**src/prim_pkg.sv**
```systemverilog
/*
 * Primitive renderer shared definitions.
 * Screen geometry, command opcodes and the packed structs that
 * carry commands, coordinates, walker points and VRAM writes.
 */

package prim_pkg;

    // screen geometry with two 8-bit pixels per 16-bit VRAM word
    localparam int VISIBLE_WIDTH  = 640;
    localparam int VISIBLE_HEIGHT = 480;
    localparam int DRAW_WIDTH     = VISIBLE_WIDTH / 2;  // half-width drawable area
    localparam int WORDS_PER_ROW  = DRAW_WIDTH / 2;
    localparam int CORDW          = 12;                 // signed coordinate width
    localparam int DEFAULT_HEIGHT = VISIBLE_HEIGHT / 2;

    // command field in the top nibble of a command word
    typedef enum logic [3:0] {
        PR_COORDX0     = 4'h0,
        PR_COORDY0     = 4'h1,
        PR_COORDX1     = 4'h2,
        PR_COORDY1     = 4'h3,
        PR_COLOR       = 4'h4,
        PR_DEST_ADDR   = 4'h5,
        PR_DEST_HEIGHT = 4'h6,
        PR_EXECUTE     = 4'hF
    } pr_reg_e;

    // primitive selected by the low nibble of an execute command
    typedef enum logic [3:0] {
        PR_LINE        = 4'h0,
        PR_FILLED_RECT = 4'h1
    } pr_prim_e;

    typedef struct packed {
        pr_reg_e     op;
        logic [11:0] value;
    } cmd_t;

    typedef struct packed {
        logic signed [CORDW-1:0] x;
        logic signed [CORDW-1:0] y;
    } point_t;

    typedef struct packed {
        point_t p0;
        point_t p1;
    } seg_t;

    typedef struct packed {
        logic [7:0]  colour;
        logic [15:0] dest_addr;     // word address of the frame buffer
        logic [11:0] dest_height;
    } draw_cfg_t;

    typedef struct packed {
        logic   drawing;
        logic   done;               // high with the last point
        point_t pt;
    } walk_t;

    typedef struct packed {
        logic        wr;
        logic [3:0]  mask;          // nibble write enables
        logic [15:0] addr;
        logic [15:0] data;
    } vram_wr_t;

endpackage

```
**src/prim_cmd_regs.sv**
```systemverilog
/*
 * Primitive renderer command registers.
 * Decodes host command strobes into coordinate and configuration
 * registers and turns an execute command into a start pulse.
 */

module prim_cmd_regs (
    input  logic                clk,
    input  logic                reset_i,
    input  prim_pkg::cmd_t      cmd_i,
    input  logic                cmd_valid_i,
    input  logic                busy_i,
    output prim_pkg::seg_t      seg_o,
    output prim_pkg::draw_cfg_t cfg_o,
    output logic                start_line_o,
    output logic                start_rect_o
);
    import prim_pkg::*;

    logic     launch_ok;    // no walker running or about to start
    pr_prim_e prim_sel;

    always_comb begin
        launch_ok = !busy_i && !start_line_o && !start_rect_o;
        prim_sel  = pr_prim_e'(cmd_i.value[3:0]);
    end

    always_ff @(posedge clk) begin
        start_line_o <= 1'b0;                   // pulses last one cycle
        start_rect_o <= 1'b0;
        if (reset_i) begin
            seg_o             <= '0;
            cfg_o.colour      <= '0;
            cfg_o.dest_addr   <= '0;
            cfg_o.dest_height <= 12'(DEFAULT_HEIGHT);
        end else if (cmd_valid_i) begin
            case (cmd_i.op)
                PR_COORDX0:     seg_o.p0.x        <= cmd_i.value;
                PR_COORDY0:     seg_o.p0.y        <= cmd_i.value;
                PR_COORDX1:     seg_o.p1.x        <= cmd_i.value;
                PR_COORDY1:     seg_o.p1.y        <= cmd_i.value;
                PR_COLOR:       cfg_o.colour      <= cmd_i.value[7:0];
                PR_DEST_ADDR:   cfg_o.dest_addr   <= {cmd_i.value, 4'b0000};
                PR_DEST_HEIGHT: cfg_o.dest_height <= cmd_i.value;
                PR_EXECUTE: begin
                    if (launch_ok) begin        // dropped while drawing
                        case (prim_sel)
                            PR_LINE:        start_line_o <= 1'b1;
                            PR_FILLED_RECT: start_rect_o <= 1'b1;
                            default:        ;   // unknown primitive
                        endcase
                    end
                end
                default: ;
            endcase
        end
    end

endmodule

```
**src/draw_line.sv**
```systemverilog
/*
 * Bresenham line walker.
 * Steps from p0 to p1 inclusive, one point per enabled cycle,
 * using an integer error term in every octant.
 */

module draw_line (
    input  logic            clk,
    input  logic            reset_i,
    input  logic            start_i,
    input  logic            oe_i,
    input  prim_pkg::seg_t  seg_i,
    output prim_pkg::walk_t walk_o,
    output logic            busy_o
);
    import prim_pkg::*;

    typedef enum logic [1:0] {IDLE, INIT, DRAW} line_state_e;

    line_state_e             state;
    logic signed [CORDW-1:0] x, y;
    logic signed [CORDW:0]   dx_raw, dy_raw;    // signed span p1 - p0
    logic signed [CORDW+1:0] dx, dy, err;       // dy kept negative
    logic signed [CORDW+1:0] err_cur, err_nxt;
    logic signed [CORDW+2:0] e2;
    logic signed [CORDW-1:0] x_nxt, y_nxt;
    logic                    x_dec, y_dec;      // step direction
    logic                    active, last;

    always_comb begin
        dx_raw  = seg_i.p1.x - seg_i.p0.x;
        dy_raw  = seg_i.p1.y - seg_i.p0.y;
        active  = (state != IDLE);
        last    = (x == seg_i.p1.x) && (y == seg_i.p1.y);
        err_cur = (state == INIT) ? dx + dy : err;  // error seeded on first point
        e2      = {err_cur, 1'b0};
        err_nxt = err_cur;
        x_nxt   = x;
        y_nxt   = y;
        if (e2 >= dy) begin
            x_nxt   = x_dec ? x - 1'b1 : x + 1'b1;
            err_nxt = err_nxt + dy;
        end
        if (e2 <= dx) begin
            y_nxt   = y_dec ? y - 1'b1 : y + 1'b1;
            err_nxt = err_nxt + dx;
        end
    end

    always_ff @(posedge clk) begin
        if (reset_i) begin
            state <= IDLE;
            x     <= '0;
            y     <= '0;
        end else begin
            case (state)
                IDLE: begin
                    if (start_i) begin
                        x     <= seg_i.p0.x;
                        y     <= seg_i.p0.y;
                        state <= INIT;
                    end
                end
                INIT, DRAW: begin
                    if (!oe_i) begin
                        err   <= err_cur;           // hold point
                        state <= DRAW;
                    end else if (last) begin
                        x     <= '0;                // idle output must not disturb the merge
                        y     <= '0;
                        state <= IDLE;
                    end else begin
                        x     <= x_nxt;
                        y     <= y_nxt;
                        err   <= err_nxt;
                        state <= DRAW;
                    end
                end
                default: state <= IDLE;
            endcase
        end
    end

    // spans and directions latched at start
    always_ff @(posedge clk) begin
        if (state == IDLE && start_i) begin
            dx    <= (dx_raw < 0) ? -dx_raw : dx_raw;
            dy    <= (dy_raw < 0) ? dy_raw : -dy_raw;
            x_dec <= (dx_raw < 0);
            y_dec <= (dy_raw < 0);
        end
    end

    always_comb begin
        busy_o         = active;
        walk_o.drawing = active && oe_i;
        walk_o.done    = active && oe_i && last;
        walk_o.pt.x    = x;
        walk_o.pt.y    = y;
    end

endmodule

```
**src/draw_rect_fill.sv**
```systemverilog
/*
 * Filled rectangle walker.
 * Scans rows from the lower to the higher y corner, each row from
 * the lower to the higher x corner, one point per enabled cycle.
 */

module draw_rect_fill (
    input  logic            clk,
    input  logic            reset_i,
    input  logic            start_i,
    input  logic            oe_i,
    input  prim_pkg::seg_t  seg_i,
    output prim_pkg::walk_t walk_o,
    output logic            busy_o
);
    import prim_pkg::*;

    typedef enum logic {IDLE, SCAN} rect_state_e;

    rect_state_e             state;
    logic signed [CORDW-1:0] x, y;
    logic signed [CORDW-1:0] x_min, x_max, y_min, y_max;
    logic                    row_end, last;

    always_comb begin
        x_min   = (seg_i.p0.x < seg_i.p1.x) ? seg_i.p0.x : seg_i.p1.x;
        x_max   = (seg_i.p0.x < seg_i.p1.x) ? seg_i.p1.x : seg_i.p0.x;
        y_min   = (seg_i.p0.y < seg_i.p1.y) ? seg_i.p0.y : seg_i.p1.y;
        y_max   = (seg_i.p0.y < seg_i.p1.y) ? seg_i.p1.y : seg_i.p0.y;
        row_end = (x == x_max);
        last    = row_end && (y == y_max);
    end

    always_ff @(posedge clk) begin
        if (reset_i) begin
            state <= IDLE;
            x     <= '0;
            y     <= '0;
        end else if (state == IDLE) begin
            if (start_i) begin
                x     <= x_min;             // top left corner first
                y     <= y_min;
                state <= SCAN;
            end
        end else if (oe_i) begin
            if (last) begin
                x     <= '0;                // back to zero for the merge
                y     <= '0;
                state <= IDLE;
            end else if (row_end) begin
                x <= x_min;
                y <= y + 1'b1;
            end else begin
                x <= x + 1'b1;
            end
        end
    end

    always_comb begin
        busy_o         = (state == SCAN);
        walk_o.drawing = (state == SCAN) && oe_i;
        walk_o.done    = (state == SCAN) && oe_i && last;
        walk_o.pt.x    = x;
        walk_o.pt.y    = y;
    end

endmodule

```
**src/pixel_writer.sv**
```systemverilog
/*
 * Pixel writer.
 * Clips each walker point against the drawable area and forms a
 * registered VRAM write: word address, nibble mask and colour data.
 */

module pixel_writer (
    input  logic                clk,
    input  logic                reset_i,
    input  prim_pkg::walk_t     walk_i,
    input  prim_pkg::draw_cfg_t cfg_i,
    output prim_pkg::vram_wr_t  vram_o
);
    import prim_pkg::*;

    logic                 x_ok, y_ok, visible;
    logic signed [CORDW:0] height_s;    // height as a signed value
    logic [15:0]          row_off, col_off, addr;
    logic [3:0]           mask;

    always_comb begin
        height_s = $signed({1'b0, cfg_i.dest_height});
        x_ok     = (walk_i.pt.x >= 0) && (walk_i.pt.x < DRAW_WIDTH);
        y_ok     = (walk_i.pt.y >= 0) && (walk_i.pt.y < height_s);
        visible  = walk_i.drawing && x_ok && y_ok;

        // only meaningful once x and y are known to be non-negative
        row_off  = {4'b0000, walk_i.pt.y} * 16'(WORDS_PER_ROW);
        col_off  = {5'b00000, walk_i.pt.x[CORDW-1:1]};
        addr     = cfg_i.dest_addr + row_off + col_off;
        mask     = walk_i.pt.x[0] ? 4'b0011 : 4'b1100;  // odd pixel in low byte
    end

    always_ff @(posedge clk) begin
        if (reset_i) begin
            vram_o.wr <= 1'b0;
        end else begin
            vram_o.wr <= visible;   // clipped and idle cycles write nothing
        end
    end

    always_ff @(posedge clk) begin
        if (visible) begin
            vram_o.mask <= mask;
            vram_o.addr <= addr;
            vram_o.data <= {cfg_i.colour, cfg_i.colour};
        end
    end

endmodule

```
**src/prim_renderer.sv**
```systemverilog
/*
 * 2D primitive renderer top level.
 * Command registers start a line or a filled rectangle walker and
 * the pixel writer turns the merged points into VRAM writes.
 */

module prim_renderer (
    input  logic               clk,
    input  logic               reset_i,
    input  logic               oe_i,
    input  prim_pkg::cmd_t     cmd_i,
    input  logic               cmd_valid_i,
    output prim_pkg::vram_wr_t vram_o,
    output logic               busy_o
);
    import prim_pkg::*;

    seg_t      seg;
    draw_cfg_t cfg;
    logic      start_line, start_rect;
    logic      busy_line, busy_rect;
    walk_t     walk_line, walk_rect, walk;

    prim_cmd_regs u_cmd_regs (
        .clk          (clk),
        .reset_i      (reset_i),
        .cmd_i        (cmd_i),
        .cmd_valid_i  (cmd_valid_i),
        .busy_i       (busy_o),
        .seg_o        (seg),
        .cfg_o        (cfg),
        .start_line_o (start_line),
        .start_rect_o (start_rect)
    );

    draw_line u_draw_line (
        .clk     (clk),
        .reset_i (reset_i),
        .start_i (start_line),
        .oe_i    (oe_i),
        .seg_i   (seg),
        .walk_o  (walk_line),
        .busy_o  (busy_line)
    );

    draw_rect_fill u_draw_rect (
        .clk     (clk),
        .reset_i (reset_i),
        .start_i (start_rect),
        .oe_i    (oe_i),
        .seg_i   (seg),
        .walk_o  (walk_rect),
        .busy_o  (busy_rect)
    );

    // idle walker outputs all zeros, so a plain OR merges them
    always_comb begin
        walk.drawing = walk_line.drawing | walk_rect.drawing;
        walk.done    = walk_line.done | walk_rect.done;
        walk.pt.x    = walk_line.pt.x | walk_rect.pt.x;
        walk.pt.y    = walk_line.pt.y | walk_rect.pt.y;
        busy_o       = busy_line | busy_rect;
    end

    pixel_writer u_pixel_writer (
        .clk     (clk),
        .reset_i (reset_i),
        .walk_i  (walk),
        .cfg_i   (cfg),
        .vram_o  (vram_o)
    );

endmodule

```
**config.mk**
```make
export PLATFORM = sky130hd
export DESIGN_NAME = prim_renderer
export DESIGN_NICKNAME = d
export VERILOG_FILES = /design/src/prim_pkg.sv /design/src/prim_cmd_regs.sv /design/src/draw_line.sv /design/src/draw_rect_fill.sv /design/src/pixel_writer.sv /design/src/prim_renderer.sv
export SDC_FILE = /design/constraint.sdc
export NUM_CORES = 1
export LEC_CHECK = 0
export ABC_AREA = 1
export BUFFER_PORTS_ARGS = -buffer_cell sky130_fd_sc_hd__buf_2
export CAP_MARGIN = 20
export CORE_MARGIN = 8
export CORE_UTILIZATION = 70
export CTS_CLUSTER_DIAMETER = 80
export DETAILED_ROUTE_END_ITERATION = 10
export PLACE_DENSITY = 0.95
export SLEW_MARGIN = 0
export SYNTH_ARGS = -nofsm -noshare
export SYNTH_HDL_FRONTEND = slang
export SYNTH_HIERARCHICAL = 1
export SYNTH_SLANG_ARGS = --single-unit
```
**constraint.sdc**
```tcl
create_clock -name clk -period 8.88 [get_ports clk]
set_input_delay 0.888 -clock clk [delete_from_list [all_inputs] [get_ports clk]]
set_output_delay 0.888 -clock clk [all_outputs]
set_load 0.01 [all_outputs]
```
# ---- After elaboration in Yosys (flattened, before gate mapping)
# Cells that the tools add are included.
dict set report classes {
  n_mux 44
  n_eq_ne 21
  addsub 15
  bitwise_logic 8
  n_mul 1
  magnitude_cmp 10
  n_reduce_logical 34
}
# operator count
set ops {}
lappend ops {{two-way mux 12 bit} 24}
lappend ops {{two-way mux 14 bit} 7}
lappend ops {{adder 12 x 1 -> 12 bit (second input constant)} 4}
lappend ops {{== test 12 bit} 4}
lappend ops {{case mux 12 bit (2 select lines)} 2}
lappend ops {{adder 14 bit} 3}
lappend ops {{negator 13 -> 14 bit} 2}
lappend ops {{less-than comparator 13 x 1 -> 1 bit (second input constant)} 2}
lappend ops {{subtractor 12 x 12 -> 13 bit} 2}
lappend ops {{>= comparator 12 x 1 -> 1 bit (second input constant)} 2}
lappend ops {{less-than comparator 12 bit} 2}
lappend ops {{OR 12 bit} 2}
lappend ops {{subtractor 12 x 1 -> 12 bit (second input constant)} 2}
lappend ops {{adder 16 x 11 -> 16 bit} 1}
lappend ops {{adder 16 bit} 1}
lappend ops {{AND reduction 2 bit} 8}
lappend ops {{>= comparator 15 x 14 -> 1 bit} 1}
lappend ops {{<= comparator 15 x 14 -> 1 bit} 1}
lappend ops {{less-than comparator 12 x 13 -> 1 bit} 1}
lappend ops {{== test 4 x 3 -> 1 bit (second input constant)} 3}
lappend ops {{less-than comparator 12 x 10 -> 1 bit (second input constant)} 1}
lappend ops {{multiplier 12 x 3 -> 11 bit (second input constant)} 1}
lappend ops {{logical AND 1 bit} 11}
lappend ops {{== test 4 x 1 -> 1 bit (second input constant)} 2}
lappend ops {{other kinds (21)} 44}
dict set report totals {
  register_bits 214
  in_bits 20
  output_inout_bits 38
}

# ---- Longest topological paths before layout
# Gate-level depths: netlist (run 1).
dict set report depth {
  word_depth 8
  mapped_depth 38
  depth_no_buf 37
}

# ---- Hierarchy
# Netlist (run 1), hierarchy kept.
# mod instances cells_per_inst seq_area_each_um2 area_per_inst_um2
set by_module_without_submodules {}
lappend by_module_without_submodules {draw_line 1 1424 1841.8 9196.3}
lappend by_module_without_submodules {draw_rect_fill 1 660 500.5 3707.3}
lappend by_module_without_submodules {prim_cmd_regs 1 498 1641.6 3409.5}
lappend by_module_without_submodules {pixel_writer 1 327 800.8 2706.3}
lappend by_module_without_submodules {prim_renderer 1 81 0.0 304.0}

# ---- Worst setup path before layout (run 1)
# Ideal clock, no wire load.
dict set report synth_timing {
  kind {register -> register}
  startpoint {register u_draw_line.dx[0]}
  endpoint {register u_draw_line.err[13] (data pin)}
  setup_time_ps 253
  arrival_ps 4123
  t_required_ps 8627
  path_buffers 1
  path_stages_with_launch 33
  path_slack_ps 4504
  path_cell_list {edfxtp_1 -> ha_1 -> inv_1 -> fa_1 -> inv_1 -> nand3_1 -> nand2_1 -> a21boi_0 -> xnor2_1 -> o21ai_0 -> inv_1 -> ha_1 -> nand4_1 -> nor3_1 -> nand2_1 -> nand3_1 -> nand2_2 -> inv_2 -> buf_2 -> nand2_1 -> and2_1 -> ha_1 -> nand2_1 -> nand2_1 -> o21bai_1 -> a21oi_1 -> nand2_1 -> nand2_1 -> nand2_1 -> nor2_1 -> nand3_1 -> nand3_1 -> nand2_1}
}
dict set report synth_via {
  elab_chain_cells 8
  elab_cells_between_ends 10
  cone_classes {3 x add/sub; 2 x order compare; 5 x mux}
}
# item line
set synth_lines {}
lappend synth_lines {{start, declared} draw_line.sv:23} ;# logic signed [CORDW+1:0] dx, dy, err;
lappend synth_lines {{start signal, assigned} draw_line.sv:87} ;# dx <= (dx_raw < 0) ? -dx_raw : dx_raw;
lappend synth_lines {{adder 14 bit} draw_line.sv:35} ;# err_cur = (state == INIT) ? dx + dy : err;
lappend synth_lines {{two-way mux 14 bit} draw_line.sv:35}
lappend synth_lines {{adder 14 bit or >= comparator 15 x 14 -> 1 bit (tied branches)} {draw_line.sv:42, draw_line.sv:40}}
lappend synth_lines {{two-way mux 14 bit} draw_line.sv:40} ;# if (e2 >= dy) begin
lappend synth_lines {{adder 14 bit} draw_line.sv:46} ;# err_nxt = err_nxt + dx;
lappend synth_lines {{two-way mux 14 bit} draw_line.sv:44} ;# if (e2 <= dx) begin
lappend synth_lines {{two-way mux 14 bit} draw_line.sv:68} ;# end else if (last) begin
lappend synth_lines {{two-way mux 14 bit *} draw_line.sv:65} ;# if (!oe_i) begin
lappend synth_lines {{end signal, assigned} draw_line.sv:66} ;# err <= err_cur;
lappend synth_lines {{end signal, assigned} draw_line.sv:75} ;# err <= err_nxt;
lappend synth_lines {{end, declared} draw_line.sv:23}
# Mark *: on every way between the ends. The rest lies on a longest branch, timed or not. The select of a mux whose other input is x is not followed.
# A chain may end at the register's enable or synchronous reset.

# ---- Worst setup path after layout (run 1)
dict set report layout_timing {
  startpoint {register u_draw_line.state[0]}
  endpoint {register u_draw_line.err[12] (data pin)}
}
dict set report layout_via {
  elab_chain_cells 8
  elab_cells_between_ends 10
  cone_classes {2 x add/sub; 2 x order compare; 1 x eq/ne; 5 x mux}
}
# item line
set layout_lines {}
lappend layout_lines {{start, declared} draw_line.sv:20} ;# line_state_e state;
lappend layout_lines {{start signal, assigned} draw_line.sv:52} ;# state <= IDLE;
lappend layout_lines {{start signal, assigned} draw_line.sv:61} ;# state <= INIT;
lappend layout_lines {{start signal, assigned} draw_line.sv:67} ;# state <= DRAW;
lappend layout_lines {{== test 2 x 1 -> 1 bit *} draw_line.sv:35}
lappend layout_lines {{two-way mux 14 bit *} draw_line.sv:35}
lappend layout_lines {{adder 14 bit or >= comparator 15 x 14 -> 1 bit (tied branches)} {draw_line.sv:42, draw_line.sv:40}}
lappend layout_lines {{two-way mux 14 bit} draw_line.sv:40}
lappend layout_lines {{adder 14 bit} draw_line.sv:46}
lappend layout_lines {{two-way mux 14 bit} draw_line.sv:44}
lappend layout_lines {{two-way mux 14 bit} draw_line.sv:68}
lappend layout_lines {{two-way mux 14 bit *} draw_line.sv:65}
# Marked as above.

==> flow_metrics.py, run 1 <==
metrics = {
    "clocking": {
        "cts_resized": 0,
        "post_cts_buffers": 0,
        "cts.clk_slew.worst_paths_ns": 0.06,
        "clkSinkCount": 204,
        "cts_buffers": 25,
        "cts_buffer_depth": 3,
        "cts_root_buf": "clkbuf_16",
        "htree_levels": 1,
        "hold_buffers": 0,
        "clock_latency_ns": 0.55,
        "cts_tree": "yes",
    },
    "sta": {
        "relSlewSlack": 0.303,
        "max_freq_mhz": 180,
        "period_minus_slack_ns": 5.57,
        "period_share": 0.627,
        "rsz0062_at_grt": "false",
        "finalMaxSlewViolations": 0,
        "hold_viol": 0,
        "tightest_slew_ns": 1.04,
        "setup_tns_ns": 0,
        "fin_skew_ns": 0.0102,
        "setup_violations": 0,
    },
    "detailed_routing": {
        "route.detailed.drc": 0,
        "drt_wl_total_um": 60100,
        "first_pass_iters": 7,
        "vias": 20000,
        "antenna_left": 0,
        "drt-initial-drc-count": 2403,
        "via_per_inst": 5.96,
        "post_drt_wl_per_cell_um": 17.9,
    },
    "floorplanning": {
        "core_um2": 27000,
        "die_w_um": 182,
        "start_util": 0.714,
        "die_y_um": 182,
        "die-area_um2": 33100,
        "pin_count": 58,
        "rows": 60,
    },
    "power_and_ir_drop": {
        "p_leak_nw": 10.8,
        "p_clk_frac": 0.432,
        "power_frac_comb": 0.205,
        "p_seq_frac": 0.363,
        "peakVddDrop_mv": 0.157,
        "switchingPower_mw": 0.864,
        "swShare": 0.314,
        "p_int_mw": 1.89,
        "pwr_density_cell_nw_per_um2": 134,
    },
    "cells_and_area": {
        "nets": 3219,
        "area.sequential_um2": 4780,
        "layout-drive-gt1-share": 0.0624,
        "multiInputGateArea_um2": 12200,
        "n_antenna_cell": 0,
        "instances_no_fill": 3355,
        "fillers": 2118,
        "area_growth_pct": 6.34,
    },
    "global_routing": {
        "grt_remaining_overflow": 0,
        "grt_first_pass_wirelength_um": 94500,
        "grt_util_all_layers": 0.349,
        "grt_pass1_vias": 18800,
        "grt_start_max_net_pins": 66,
        "antenna_found_initial": 1,
    },
    "yosys": {
        "syn_inst": 2985,
        "yosys_warnings": 6,
        "synth.avg_cell_area_um2": 6.47,
        "synth_area_um2": 19300,
    },
    "setup_path": {
        "arrival_ns": 5.87,
        "cp.required_ns": 9.18,
        "end_kind": "flop",
        "crit_type": "reg2reg",
        "cp_max_fo": 22,
        "startpoint_type": "flop",
    },
    "place": {
        "place_congestion": 1.04,
        "dp_hpwl_um": 45400,
        "dpl.cell_count": 3308,
        "port_buffers": 57,
    },
    "run": {
        "drv_cap": 0,
    },
    "status": {
        "outcome": "complete, no violations",
    },
    "hold_path": {
        "hold_path.class": "reg2reg",
    },
}
## stage by stage
step	total power [mW]	hold slack (ns)	setup slack, ns	utilization	instance area, um^2
after detailed placement	1.56	0.417	3.48	0.724	19600
after floorplan	1.44	0.409	4.50	-	19300
after CTS	2.74	0.433	3.45	0.759	20500
after global routing	2.84	0.438	2.89	0.760	20500
final	2.75	0.433	3.31	0.760	20500
after global placement	1.54	0.414	3.61	0.723	19500
## routing by layer
metal  wire (um)  vias to the layer above  track usage
li1            -                     9470            -
met1       24200                     9116        0.451
met2       26400                     1181        0.564
met3        6350                      242       0.0512
met4        3180                        2        0.172
met5          13                        -            0
## worst paths after layout
check | end | cells after the start | slack, ns | from
max | u_draw_line/err[12]$_DFFE_PP_ | 27 | 3.31 | u_draw_line/state[0]$_SDFFE_PP0P_
min | u_pixel_writer/vram_o[13]$_DFFE_PP_ | 0 | 0.43 | u_cmd_regs/cfg_o[33]$_SDFFE_PP0P_
max reg2reg | u_draw_line/err[12]$_DFFE_PP_ | 27 | 3.31 | u_draw_line/state[0]$_SDFFE_PP0P_
min reg2reg | u_pixel_writer/vram_o[13]$_DFFE_PP_ | 0 | 0.43 | u_cmd_regs/cfg_o[33]$_SDFFE_PP0P_
## state kept, by name (all words and copies together), names as in the netlist
| name | cells |
|---|---|
| u_draw_rect/busy_o | 1 |
| u_cmd_regs/seg_o | 48 |
| u_cmd_regs/start_rect_o | 1 |
| u_draw_line/err | 14 |
| u_pixel_writer/vram_o | 27 |
| u_draw_line/y | 12 |
| u_draw_line/dx | 14 |
| u_cmd_regs/cfg_o | 32 |
| u_draw_line/dy | 14 |
| u_draw_line/y_dec | 1 |
| u_draw_line/x | 12 |
| u_draw_line/x_dec | 1 |
| u_draw_rect/x | 12 |
| u_draw_line/state | 2 |
| u_cmd_regs/start_line_o | 1 |
| u_draw_rect/y | 12 |
## cell usage in the layout, fill, tap and decap left out, types with 4 or more instances in the layout
| cell | n |
|---|---|
| nor2_2 | 10 |
| nand3b_1 | 18 |
| clkbuf_16 | 25 |
| ha_1 | 189 |
| inv_1 | 475 |
| a21oi_1 | 140 |
| nand3_1 | 231 |
| nand4_1 | 40 |
| nand3_2 | 5 |
| buf_4 | 6 |
| nor2_1 | 340 |
| buf_2 | 57 |
| a21o_1 | 6 |
| fa_1 | 15 |
| a211oi_1 | 11 |
| xnor2_1 | 35 |
| inv_2 | 6 |
| xor2_1 | 84 |
| a31oi_1 | 7 |
| nand2_1 | 854 |
| o21a_1 | 4 |
| nor2_4 | 7 |
| conb_1 | 5 |
| nor3_1 | 23 |
| o21ai_0 | 114 |
| edfxtp_1 | 70 |
| nand2_4 | 4 |
| bufinv_16 | 7 |
| nand2_2 | 19 |
| o21bai_1 | 9 |
| nand3_4 | 5 |
| a21oi_2 | 9 |
| dfxtp_1 | 134 |
| or2_2 | 9 |
## critical path, stage by stage, from the launching register on
cell and delay (ns):
dfxtp_1 0.40, ha_1 0.75, inv_1 0.34, o21ai_0 0.42, inv_1 0.16, ha_1 0.31, nand2_1 0.12, o21bai_1 0.14
nand3_1 0.14, nand2_1 0.10, nand2_1 0.05, nand2_1 0.07, nand2_2 0.20, inv_2 0.33, nand2_1 0.08, nand2_1 0.10
ha_1 0.18, inv_1 0.06, fa_1 0.45, inv_1 0.10, nand3_1 0.06, nand2_1 0.14, nand3_1 0.09, o2111ai_1 0.14
xor2_1 0.17, nand2_1 0.06, nand3_1 0.08, nand2_1 0.06
## power groups by stage
stage | logic [mW] | registers (mW) | clock network (mW)
after CTS | 0.543 | 0.999 | 1.19
final | 0.564 | 1.00 | 1.19
after detailed placement | 0.536 | 1.02 | 0
after global placement | 0.521 | 1.02 | 0
after floorplan | 0.428 | 1.01 | 0
after global routing | 0.611 | 1.00 | 1.23
## final cells by class
type                       instances  share of cell area
clock inverter                    16              0.0137
tap                              341              0.0208
clock buffer                      30              0.0324
timing repair buffer              65              0.0182
inverter                         481              0.0880
multi-input combinational       2218               0.594
sequential                       204               0.233
(Power assumes the default switching activity.)
==> inputs of run 2 (changes only) <==
--- a/config.mk
+++ b/config.mk
@@ -9,10 +9,10 @@
 export BUFFER_PORTS_ARGS = -buffer_cell sky130_fd_sc_hd__buf_2
 export CAP_MARGIN = 20
 export CORE_MARGIN = 8
-export CORE_UTILIZATION = 70
+export CORE_UTILIZATION = 58
 export CTS_CLUSTER_DIAMETER = 80
 export DETAILED_ROUTE_END_ITERATION = 10
-export PLACE_DENSITY = 0.95
+export PLACE_DENSITY = 0.86
 export SLEW_MARGIN = 0
 export SYNTH_ARGS = -nofsm -noshare
 export SYNTH_HDL_FRONTEND = slang
==> constraint.sdc (replaced) <==
create_clock -name clk -period 4.65 [get_ports clk]
set_input_delay 0.465 -clock clk [delete_from_list [all_inputs] [get_ports clk]]
set_output_delay 0.465 -clock clk [all_outputs]
set_load 0.01 [all_outputs]
==> run 2 against run 1 <==
- the flow now finishes with violations (negative setup slack)
- sequential share of layout area fell by 1.8 points
- fmax rose by 17%
- global-route usage down 5.1 points
- design area rose by 8.2%
- clock skew increased by 0.0019 ns
- combinational power is 88% higher
- final cell count grew 6.9%
- first-iteration DRC count decreased by 12%
- clock power grew 63%
- critical endpoint is now u_draw_line/err[13]$_DFFE_PP_
- largest power group unchanged
==> flow_metrics.py, run 2 (synthesis results as in run 1) <==
metrics = {
    "place": {
        "dpl.cell_count": 3528,
        "port_buffers": 57,
        "place_ws_ns": -0.197,
        "place_area_um2": 20600,
        "dp_hpwl_um": 46000,
        "place_congestion": 1.03,
    },
    "sta": {
        "setup_violations": 4,
        "fin_skew_ns": 0.0121,
        "max_freq_mhz": 210,
        "finalMaxSlewViolations": 0,
        "period_minus_slack_ns": 4.76,
        "period_share": 1.02,
        "hold_viol": 0,
        "setup_slack_ns": -0.114,
        "rsz0062_at_grt": "true",
        "whs_ns": 0.187,
        "relSlewSlack": 0.340,
        "tightest_slew_ns": 0.990,
    },
    "cells_and_area": {
        "instances_no_fill": 3588,
        "n_antenna_cell": 0,
        "area.sequential_um2": 4780,
        "multiInputGateArea_um2": 12900,
        "postLayoutCellArea_um2": 22200,
        "layout-drive-gt1-share": 0.135,
        "fillers": 2795,
        "post-route-util": 0.669,
        "nets": 3346,
        "area_growth_pct": 15.0,
        "layout_common_cells": "nand2_1 (834), inv_1 (463), nor2_1 (333)",
        "final_common_cell": "nand2_1",
        "reg_top3": "u_cmd_regs/seg_o (48), u_cmd_regs/cfg_o (32), u_pixel_writer/vram_o (27)",
        "largest_register": "u_cmd_regs/seg_o",
        "largest_register_ffs": 48,
    },
    "floorplanning": {
        "start_util": 0.582,
        "core_um2": 33200,
        "die-area_um2": 39400,
        "pin_count": 58,
        "die_y_um": 198,
        "rows": 67,
        "die_w_um": 198,
    },
    "clocking": {
        "clock_latency_ns": 0.54,
        "cts.clk_slew.worst_paths_ns": 0.06,
        "cts_root_buf": "clkbuf_16",
        "clkSinkCount": 204,
        "htree_levels": 1,
        "cts_buffer_depth": 3,
        "cts_tree": "yes",
        "cts_buffers": 25,
    },
    "run": {
        "drv_cap": 0,
    },
    "global_routing": {
        "globalRouteMet2Util": 0.494,
        "busiest_layer": "met2",
        "grt_first_pass_wirelength_um": 95400,
        "grt_util_all_layers": 0.298,
        "grt_start_max_net_pins": 47,
        "met1_usage": 0.381,
        "grt_remaining_overflow": 0,
        "grt_pass1_vias": 19200,
        "antenna_found_initial": 1,
        "grt.met3_usage": 0.0401,
    },
    "detailed_routing": {
        "via_per_inst": 5.67,
        "first_pass_iters": 6,
        "vias": 20300,
        "route.detailed.drc": 0,
        "drt_wl_total_um": 61500,
        "drt-initial-drc-count": 2119,
        "post_drt_wl_per_cell_um": 17.1,
        "antenna_left": 0,
    },
    "status": {
        "violations": "negative setup slack",
        "outcome": "finished with violations",
    },
    "setup_path": {
        "critPathSlowestCell": "fa_2",
        "path_common_cell": "nand2_1",
        "arrival_ns": 5.06,
        "worst_path_largest_cell_delay_ns": 0.40,
        "end_kind": "flop",
        "cp.required_ns": 4.95,
        "startpoint_type": "flop",
        "crit_type": "reg2reg",
        "cp_max_fo": 10,
    },
    "power_and_ir_drop": {
        "peakVddDrop_mv": 0.293,
        "p_leak_nw": 11.4,
        "pwr_density_cell_nw_per_um2": 221,
    },
    "hold_path": {
        "hold_path.class": "in2reg",
    },
}
## run 2: cell types whose count changed in the layout (fill, tap and decap cells not counted), moves of 15 or more
| cell | before | now |
|---|---|---|
| nand2_2 | 19 | 34 |
| ha_4 | 0 | 27 |
| a21oi_2 | 9 | 28 |
| nand2_1 | 854 | 834 |
| ha_1 | 189 | 160 |
| a21oi_1 | 140 | 120 |
| buf_4 | 6 | 129 |
## run 2: report_power, final
| part | internal (mW) | switching [mW] |
|---|---|---|
| Clock | 1.15 | 0.791 |
| Sequential | 1.88 | 0.0246 |
| Combinational | 0.321 | 0.737 |
| Total | 3.35 | 1.55 |
## run 2: cell type report
type	count	share of cell area
well taps	448	0.0252
multi-input cells	2218	0.580
clock inverters	6	0.00287
flip-flops and latches	204	0.215
repair buffers	192	0.0614
inverters	481	0.0816
clock buffers	39	0.0333
## run 2: stage by stage
step                setup TNS [ns]  power (mW)
finish                      -0.219        4.90
detailed placement           -1.26        2.96
CTS                              0        4.88
global placement            -0.109        2.93
floorplan                        0        2.75
global route                 -2.57        5.10
## run 2: worst max-delay path: cells and delay by family (launching register included)
| kind | cells | cell delay [ns] |
|---|---|---|
| xor gates and xnor gates | 1 | 0.13 |
| AOI/OAI and AO/OA | 5 | 0.80 |
| buffers and inverters | 7 | 0.59 |
| adders and majority gates | 4 | 1.08 |
| and+or+nand+nor | 18 | 1.55 |
| DFF | 1 | 0.37 |
## run 2: what timing repair did
action / 4_1_cts / 5_1_grt
setup buffers: 2 / 12
gates resized for setup: 19 / 133
setup endpoints to repair: 10 / 20
hold buffers: 0 / 0
pin swaps: 0 / 54
gates cloned: 0 / 0
## run 2: worst paths after layout
check	startpoint	endpoint	slack [ns]	cells after the start
hold reg to reg	u_cmd_regs/cfg_o[30]$_SDFFE_PP0P_	u_pixel_writer/vram_o[10]$_DFFE_PP_	0.43	0
hold / removal	cmd_i[7]	u_cmd_regs/cfg_o[7]$_SDFFE_PP1P_	0.19	3
setup reg to reg	u_draw_line/dy[0]$_DFFE_PP_	u_draw_line/err[13]$_DFFE_PP_	-0.11	35
setup / recovery	u_draw_line/dy[0]$_DFFE_PP_	u_draw_line/err[13]$_DFFE_PP_	-0.11	35
## run 2: metal layers
metal | share of wire | wire length (um)
met1 | 0.40 | 24900
met2 | 0.45 | 27900
met3 | 0.089 | 5450
met4 | 0.052 | 3220
met5 | 0.00021 | 13
